<file path="config.mk">
export PLATFORM = sky130hd
export DESIGN_NAME = decodeStage
export DESIGN_NICKNAME = d
export VERILOG_FILES = /design/src/logic/decodePkg.sv /design/src/logic/regPortIf.sv /design/src/logic/controlUnit.sv /design/src/logic/fieldDecode.sv /design/src/logic/regFileBypass.sv /design/src/logic/branchResolve.sv /design/src/logic/decodeStage.sv
export SDC_FILE = /design/constraint.sdc
export NUM_CORES = 1
export LEC_CHECK = 0
export BUFFER_PORTS_ARGS = -buffer_cell sky130_fd_sc_hd__buf_2
export CAP_MARGIN = 10
export CORE_MARGIN = 5
export CORE_UTILIZATION = 30
export DETAILED_ROUTE_END_ITERATION = 16
export PLACE_DENSITY = 0.48
export RECOVER_POWER = 50
export SETUP_SLACK_MARGIN = 0.3
export SYNTH_ARGS = -nofsm -noshare
export SYNTH_HDL_FRONTEND = slang
export SYNTH_HIERARCHICAL = 1
export SYNTH_SLANG_ARGS = --single-unit
</file>
<file path="constraint.sdc">
create_clock -name clk -period 5.25 [get_ports clk]
set_clock_uncertainty 0.05 [all_clocks]
set_input_delay 0.525 -clock clk [delete_from_list [all_inputs] [get_ports clk]]
set_output_delay 0.525 -clock clk [all_outputs]
set_load 0.1 [all_outputs]
</file>
<file path="src/logic/decodePkg.sv">
// ~~~~~~~~~~~~~~~~~~~~~~~~~~~~~~
// decode stage shared types
// opcodes, alu ops, immediate kinds, control bundle
// ~~~~~~~~~~~~~~~~~~~~~~~~~~~~~~
package decodePkg;

	// instruction bits 15:11
	typedef enum logic [4:0] {
		opHalt     = 5'b00000,
		opNop      = 5'b00001,
		opJ        = 5'b00100,
		opJr       = 5'b00101,
		opJal      = 5'b00110,
		opJalr     = 5'b00111,
		opAddi     = 5'b01000,
		opSubi     = 5'b01001,
		opXori     = 5'b01010,
		opAndni    = 5'b01011,
		opBeqz     = 5'b01100,
		opBnez     = 5'b01101,
		opBltz     = 5'b01110,
		opBgez     = 5'b01111,
		opSt       = 5'b10000,
		opLd       = 5'b10001,
		opSlbi     = 5'b10010,
		opLbi      = 5'b11000,
		// r-format groups, func bits 1:0 pick the op
		opAluShift = 5'b11010,
		opAluArith = 5'b11011,
		opSeq      = 5'b11100,
		opSlt      = 5'b11101,
		opSle      = 5'b11110,
		opSco      = 5'b11111
	} opcodeT;

	// consumed by execute
	typedef enum logic [3:0] {
		aluAdd   = 4'd0,
		aluSub   = 4'd1,
		aluXor   = 4'd2,
		aluAndn  = 4'd3,
		aluRol   = 4'd4,
		aluSll   = 4'd5,
		aluRor   = 4'd6,
		aluSrl   = 4'd7,
		aluSeq   = 4'd8,
		aluSlt   = 4'd9,
		aluSle   = 4'd10,
		aluSco   = 4'd11,
		aluPassB = 4'd12,
		// (a << 8) | b, for slbi
		aluSlbi  = 4'd13
	} aluOpT;

	typedef enum logic [2:0] {
		imm5Sext   = 3'd0,
		imm5Zext   = 3'd1,
		imm8Sext   = 3'd2,
		imm8Zext   = 3'd3,
		disp11Sext = 3'd4,
		immNone    = 3'd5
	} immKindT;

	typedef struct packed {
		logic  notHalt;
		logic  nop;
		logic  jal;
		logic  jr;
		logic  jump;
		logic  branch;
		logic  memToReg;
		logic  memRead;
		logic  memWrite;
		logic  aluSrc;
		logic  regWrite;
		aluOpT aluOp;
	} ctrlT;

	// nop opcode, rest of the word zero
	localparam logic [15:0] nopInstr = {opNop, 11'd0};

	// link register for jal and jalr
	localparam logic [2:0] linkReg = 3'd7;

endpackage

</file>
<file path="src/logic/regPortIf.sv">
// ~~~~~~~~~~~~~~~~~~~~~~~~~~~~~~
// register file read ports
// two selects out, two words back
// ~~~~~~~~~~~~~~~~~~~~~~~~~~~~~~
`timescale 1ns/1ns

interface regPortIf;

	// port 1 is always rs
	logic [2:0]  read1Sel;
	logic [2:0]  read2Sel;
	logic [15:0] read1Data;
	logic [15:0] read2Data;

	// decoder side
	modport requester (
		output read1Sel, read2Sel,
		input  read1Data, read2Data
	);

	// register file side
	modport responder (
		input  read1Sel, read2Sel,
		output read1Data, read2Data
	);

endinterface

</file>
<file path="src/logic/controlUnit.sv">
// ~~~~~~~~~~~~~~~~~~~~~~~~~~~~~~
// control unit
// opcode to control bundle and immediate kind
// ~~~~~~~~~~~~~~~~~~~~~~~~~~~~~~
`timescale 1ns/1ns

module controlUnit import decodePkg::*; (
	input  logic [15:0] instr,
	output ctrlT        ctrl,
	output immKindT     immKind
);

	opcodeT     opcode;
	logic [1:0] func;

	assign opcode = opcodeT'(instr[15:11]);
	// r-format function field
	assign func = instr[1:0];

	always_comb begin
		// running, nothing written
		ctrl = '0;
		ctrl.notHalt = 1'b1;
		ctrl.aluOp = aluAdd;
		immKind = immNone;

		case (opcode)
			opHalt: begin
				ctrl.notHalt = 1'b0;
			end
			opNop: begin
				ctrl.nop = 1'b1;
			end
			// i-format 1 alu ops
			opAddi, opSubi, opXori, opAndni: begin
				ctrl.regWrite = 1'b1;
				ctrl.aluSrc = 1'b1;
				immKind = (opcode == opXori || opcode == opAndni) ? imm5Zext : imm5Sext;
				case (opcode)
					opSubi: ctrl.aluOp = aluSub;
					opXori: ctrl.aluOp = aluXor;
					opAndni: ctrl.aluOp = aluAndn;
					default: ctrl.aluOp = aluAdd;
				endcase
			end
			// address is rs + imm5
			opLd: begin
				ctrl.memRead = 1'b1;
				ctrl.memToReg = 1'b1;
				ctrl.regWrite = 1'b1;
				ctrl.aluSrc = 1'b1;
				immKind = imm5Sext;
			end
			opSt: begin
				ctrl.memWrite = 1'b1;
				ctrl.aluSrc = 1'b1;
				immKind = imm5Sext;
			end
			opBeqz, opBnez, opBltz, opBgez: begin
				ctrl.branch = 1'b1;
				immKind = imm8Sext;
			end
			opLbi: begin
				ctrl.regWrite = 1'b1;
				ctrl.aluSrc = 1'b1;
				ctrl.aluOp = aluPassB;
				immKind = imm8Sext;
			end
			opSlbi: begin
				ctrl.regWrite = 1'b1;
				ctrl.aluSrc = 1'b1;
				ctrl.aluOp = aluSlbi;
				immKind = imm8Zext;
			end
			// pc relative jumps
			opJ, opJal: begin
				ctrl.jump = 1'b1;
				ctrl.jal = (opcode == opJal);
				ctrl.regWrite = (opcode == opJal);
				immKind = disp11Sext;
			end
			// register jumps
			opJr, opJalr: begin
				ctrl.jump = 1'b1;
				ctrl.jr = 1'b1;
				ctrl.jal = (opcode == opJalr);
				ctrl.regWrite = (opcode == opJalr);
				immKind = imm8Sext;
			end
			opAluArith: begin
				ctrl.regWrite = 1'b1;
				case (func)
					2'b00: ctrl.aluOp = aluAdd;
					2'b01: ctrl.aluOp = aluSub;
					2'b10: ctrl.aluOp = aluXor;
					default: ctrl.aluOp = aluAndn;
				endcase
			end
			opAluShift: begin
				ctrl.regWrite = 1'b1;
				case (func)
					2'b00: ctrl.aluOp = aluRol;
					2'b01: ctrl.aluOp = aluSll;
					2'b10: ctrl.aluOp = aluRor;
					default: ctrl.aluOp = aluSrl;
				endcase
			end
			// set-on-compare group
			opSeq: begin
				ctrl.regWrite = 1'b1;
				ctrl.aluOp = aluSeq;
			end
			opSlt: begin
				ctrl.regWrite = 1'b1;
				ctrl.aluOp = aluSlt;
			end
			opSle: begin
				ctrl.regWrite = 1'b1;
				ctrl.aluOp = aluSle;
			end
			opSco: begin
				ctrl.regWrite = 1'b1;
				ctrl.aluOp = aluSco;
			end
			// unsupported opcodes behave as nop
			default: begin
				ctrl.nop = 1'b1;
			end
		endcase
	end

endmodule

</file>
<file path="src/logic/fieldDecode.sv">
// ~~~~~~~~~~~~~~~~~~~~~~~~~~~~~~
// instruction field decoder
// register selects, destination, extended immediate
// ~~~~~~~~~~~~~~~~~~~~~~~~~~~~~~
`timescale 1ns/1ns

module fieldDecode import decodePkg::*; (
	input  logic [15:0]       instr,
	input  ctrlT              ctrl,
	input  immKindT           immKind,
	regPortIf.requester       rf,
	output logic [15:0]       immed,
	output logic [2:0]        writeSel
);

	logic [2:0] rs;
	logic [2:0] rt;
	logic [2:0] rd;
	logic       rFormat;

	// raw register fields
	assign rs = instr[10:8];
	assign rt = instr[7:5];
	assign rd = instr[4:2];

	// only r-format words carry no immediate
	assign rFormat = (immKind == immNone);

	// rs always on port 1
	assign rf.read1Sel = rs;

	// port 2 needed by r-format and by st (store data)
	// parked on r0 otherwise
	assign rf.read2Sel = (rFormat || ctrl.memWrite) ? rt : 3'd0;

	always_comb begin
		if (ctrl.jal) begin
			writeSel = linkReg;
		end else begin
			case (immKind)
				// i-format 1 writes bits 7:5
				imm5Sext, imm5Zext: writeSel = rt;
				// lbi and slbi write rs
				imm8Sext, imm8Zext: writeSel = rs;
				immNone: writeSel = rd;
				default: writeSel = rd;
			endcase
		end
	end

	always_comb begin
		case (immKind)
			imm5Sext: immed = {{11{instr[4]}}, instr[4:0]};
			imm5Zext: immed = {11'd0, instr[4:0]};
			imm8Sext: immed = {{8{instr[7]}}, instr[7:0]};
			imm8Zext: immed = {8'd0, instr[7:0]};
			// j and jal displacement
			disp11Sext: immed = {{5{instr[10]}}, instr[10:0]};
			default: immed = 16'd0;
		endcase
	end

endmodule

</file>
<file path="src/logic/regFileBypass.sv">
// ~~~~~~~~~~~~~~~~~~~~~~~~~~~~~~
// register file with write bypass
// 8 x 16, two async reads
// ~~~~~~~~~~~~~~~~~~~~~~~~~~~~~~
`timescale 1ns/1ns

module regFileBypass (
	input  logic        clk,
	input  logic        reset,
	input  logic        wbEn,
	input  logic [2:0]  wbSel,
	input  logic [15:0] wbData,
	regPortIf.responder rf
);

	logic [15:0] regs [8];
	logic        hit1;
	logic        hit2;

	// writeback strobe, one word per clk
	always_ff @(posedge clk) begin
		if (reset) begin
			for (int i = 0; i < 8; i++) begin
				regs[i] <= 16'd0;
			end
		end else if (wbEn) begin
			regs[wbSel] <= wbData;
		end
	end

	// same-cycle write seen by the read
	// r0 is stored but never bypassed
	assign hit1 = wbEn && (rf.read1Sel == wbSel) && (rf.read1Sel != 3'd0);
	assign hit2 = wbEn && (rf.read2Sel == wbSel) && (rf.read2Sel != 3'd0);

	assign rf.read1Data = hit1 ? wbData : regs[rf.read1Sel];
	assign rf.read2Data = hit2 ? wbData : regs[rf.read2Sel];

endmodule

</file>
<file path="src/logic/branchResolve.sv">
// ~~~~~~~~~~~~~~~~~~~~~~~~~~~~~~
// branch and jump resolution
// next pc and fetch flush
// ~~~~~~~~~~~~~~~~~~~~~~~~~~~~~~
`timescale 1ns/1ns

module branchResolve import decodePkg::*; (
	input  ctrlT        ctrl,
	input  opcodeT      opcode,
	input  logic [15:0] immed,
	input  logic [15:0] rsData,
	input  logic [15:0] currPc,
	input  logic [15:0] incrPc,
	output logic [15:0] pcNext,
	output logic        flush
);

	logic [15:0] base;
	logic [15:0] target;
	logic        condMet;
	logic        taken;

	// jr and jalr are register relative, the rest pc relative
	assign base = ctrl.jr ? rsData : incrPc;
	assign target = base + immed;

	// condition on rs
	always_comb begin
		case (opcode)
			opBeqz: condMet = (rsData == 16'd0);
			opBnez: condMet = (rsData != 16'd0);
			// sign bit
			opBltz: condMet = rsData[15];
			opBgez: condMet = ~rsData[15];
			default: condMet = 1'b0;
		endcase
	end

	assign taken = ctrl.branch & condMet;

	always_comb begin
		if (!ctrl.notHalt) begin
			// halt holds the pc
			pcNext = currPc;
		end else if (taken || ctrl.jump) begin
			pcNext = target;
		end else begin
			pcNext = incrPc;
		end
	end

	// a redirect that lands on incrPc needs no flush
	assign flush = (ctrl.branch | ctrl.jump) && (pcNext != incrPc);

endmodule

</file>
<file path="src/logic/decodeStage.sv">
// ~~~~~~~~~~~~~~~~~~~~~~~~~~~~~~
// decode stage top
// control, fields, register read, branch resolve
// ~~~~~~~~~~~~~~~~~~~~~~~~~~~~~~
`timescale 1ns/1ns

module decodeStage import decodePkg::*; (
	input  logic        clk,
	input  logic        reset,
	input  logic        stall,
	input  logic [15:0] instr,
	input  logic [15:0] currPc,
	input  logic [15:0] incrPc,
	input  logic        wbEn,
	input  logic [2:0]  wbSel,
	input  logic [15:0] wbData,
	output logic        notHalt,
	output logic        nop,
	output logic        jal,
	output logic        jr,
	output logic        jump,
	output logic        branch,
	output logic        memToReg,
	output logic        memRead,
	output logic        memWrite,
	output logic        aluSrc,
	output logic        regWrite,
	output logic [3:0]  aluOp,
	output logic [2:0]  writeSel,
	output logic [15:0] immed,
	output logic [15:0] readData1,
	output logic [15:0] readData2,
	output logic [15:0] pcNext,
	output logic        flush
);

	logic [15:0] ctrlInstr;
	ctrlT        ctrl;
	ctrlT        fieldCtrl;
	immKindT     fieldImmKind;

	regPortIf rfPort ();

	// stall bubbles the control path only
	assign ctrlInstr = stall ? nopInstr : instr;

	// bundle seen by the outputs and the branch logic
	controlUnit ctrlUnit (
		.instr   (ctrlInstr),
		.ctrl    (ctrl),
		.immKind ()
	);

	// unstalled decode, fields keep following instr
	controlUnit fieldCtrlUnit (
		.instr   (instr),
		.ctrl    (fieldCtrl),
		.immKind (fieldImmKind)
	);

	fieldDecode fields (
		.instr    (instr),
		.ctrl     (fieldCtrl),
		.immKind  (fieldImmKind),
		.rf       (rfPort.requester),
		.immed    (immed),
		.writeSel (writeSel)
	);

	// written by writeback, not by this instruction
	regFileBypass regFile (
		.clk    (clk),
		.reset  (reset),
		.wbEn   (wbEn),
		.wbSel  (wbSel),
		.wbData (wbData),
		.rf     (rfPort.responder)
	);

	branchResolve branchUnit (
		.ctrl   (ctrl),
		.opcode (opcodeT'(instr[15:11])),
		.immed  (immed),
		.rsData (rfPort.read1Data),
		.currPc (currPc),
		.incrPc (incrPc),
		.pcNext (pcNext),
		.flush  (flush)
	);

	assign readData1 = rfPort.read1Data;
	assign readData2 = rfPort.read2Data;

	// flatten bundle
	assign notHalt  = ctrl.notHalt;
	assign nop      = ctrl.nop;
	assign jal      = ctrl.jal;
	assign jr       = ctrl.jr;
	assign jump     = ctrl.jump;
	assign branch   = ctrl.branch;
	assign memToReg = ctrl.memToReg;
	assign memRead  = ctrl.memRead;
	assign memWrite = ctrl.memWrite;
	assign aluSrc   = ctrl.aluSrc;
	assign regWrite = ctrl.regWrite;
	assign aluOp    = ctrl.aluOp;

endmodule

</file>
==> results by group <==
Outcome
  – Run status: finished, violations left
  – Failing checks: max-capacitance violations, max-slew violations

Layout
  – Area Overhead vs Synth: 36.2%
  – Most common library cell in the layout ignoring fill and taps: edfxtp_1
  – Top flop regs: regFile/regs (128)
  – Final instance area: between 10000 and 15000 µm²
  – Antenna diodes: 0
  – Reg with most FFs: regFile/regs
  – Most frequent cells in the layout: edfxtp_1 (128), buf_2 (118), and2_1 (84), buf_4 (82), mux2_2 (56)
  – Share of cells above drive strength 1: between 40% and 50%
  – Max FFs per register: 128
  – Final net count: roughly 1200

Floorplan
  – Die area: ~38000 µm²
  – Core Footprint: between 30000 and 40000 µm²
  – # IOs: roughly 150
  – Die Ht: 195 µm
  – Initial core utilization: around 31%
  – Rows: 67
  – Die width: about 200 µm

Synth
  – Synth Instances: 886
  – Synth Cell Area: 10300 µm²
  – Post-synthesis net count: slightly below 1000
  – Yosys Warn Count: 6
  – Mean Syn Cell Area: ~12 µm²

GRT
  – First-pass GRT wire length: 53900 µm
  – Remaining Overflow, GRT: 0
  – Total GRT Usage: a little under a fifth
  – Vias in the first global route: roughly 8200
  – Pin count of the biggest net entering global routing: 38
  – Initial antenna violation count: 1

Job
  – Maxcap violations: 3

Pwr
  – P_leak: approximately 5.2 nW
  – Power, Total: between 4 and 5 mW
  – Maximum VDD drop: ~0.00018 V
  – Pwr/cell area: between 300 and 400 nW/µm²

Setup path
  – WP data required: roughly 4.7 ns
  – Critical path launch point type: primary input
  – Worst-path fanout max: 5
  – CP max stage delay: ~0.48 ns
  – Slowest stage cell, crit path: mux4_2
  – Worst path arrival time: between 4 and 5 ns
  – Crit-path cells: buf_12, buf_12, buf_8, mux4_2, mux2_4, mux2_4, mux2_4, ha_4, fa_2, a211oi_4, buf_6, o21ai_2, o21ai_2, buf_4, o211ai_1, o211ai_1, o221ai_2, buf_4, nor4_4, a21oi_4, buf_12
  – CP endpoint kind: primary output
  – Kind of critical path: primary input to primary output

Routing
  – Routed WL per cell: around 24 µm
  – Via density: approximately 5.3
  – Number of DRC markers in iteration 0: ~770
  – Drc violations: 0
  – DR pass1 iterations: 5
  – ANT nets after route: 0
  – Via count: roughly 8200
  – Final WL: 36600 µm

CTS
  – Clk sinks: between 100 and 150
  – Max clock buf depth: 2
  – CTS buffer count: 17
  – CTS tree: done
  – Root Buffer: clkbuf_16
  – H-tree levels: 4
  – Clock Pin Slew Worst Setup and Hold Paths: ~0.060 ns

Place
  – Post-Place Cell Area: between 10000 and 15000 µm²
  – Port Buffer Count: roughly 150
  – Post-place setup slack: -0.101 ns
  – Detail Placement HPWL: 26000 µm
  – RD Place Congestion: approximately 0.9

Timing
  – Finish-stage setup viols: 0
  – Max frequency: between 150 and 200 MHz
  – Max-slew violation count: 51
  – Max_slew headroom: -11.3%
  – RSZ-0062 raised after global routing: yes
  – Fin crit period: around 5.2 ns
  – Min Hold Slack: between 0.4 and 0.5 ns
  – Final hold vios: 0
  – Final period utilization: a little over nine tenths
  – Total Neg Setup Slack: 0 ns
  – Worst-margin pin slew: 1.67 ns
  – Final worst slack: 0.0836 ns

Min path
  – Worst hold-check path type: primary input to flop
-- worst paths after layout --
kind / from / to / depth (start not counted)
max: instr[8] / flush / 21
min: wbData[13] / regFile/regs[2][13]$_SDFFCE_PN0P_ / 2
-- layout make-up --
class	instances	area [µm²]
tap	448	561
multi-input combinational	657	6720
sequential	128	3840
clock buffer	18	429
inverter	23	96.3
fill	3232	19700
timing repair buffer	263	2250
clock inverter	14	143
-- stage by stage --
step                util (%)  instances
finish                  41.7       1551
global route            41.7       1551
CTS                     40.6       1535
detailed placement      37.5       1485
global placement        37.5       1485
floorplan                  -        886
-- repair_timing --
action                     4_1_cts  5_1_grt
hold buffers                     0        0
setup buffers                   16       16
resized for setup               56       59
setup endpoints to repair       16       10
cloned                           2        0
pin swaps                       23       47
-- where the power goes --
group          switching [mW]  internal (mW)  leakage, nW  total (mW)
Combinational            1.25          0.763         3.75        2.01
Sequential             0.0337           1.19         1.23        1.23
Clock                   0.458          0.696        0.267        1.15
Total                    1.74           2.65         5.24        4.39
-- metal layers --
metal  GRT usage, %  routed length [µm]  vias to the layer above
met3           3.76                2080                       57
met2           29.9               17000                      321
met5              0                  13                        -
met4           5.33                 884                        2
li1               -                   -                     3739
met1           25.7               16500                     4062
-- worst max-delay path: cells and delay by family --
family / cells / cell delay (ns)
buf+inv: 7 / 0.99
mux: 4 / 1.31
simple gates: 1 / 0.30
compound gates: 7 / 0.93
fa+ha+maj: 2 / 0.54
(Power assumes the default switching activity.)
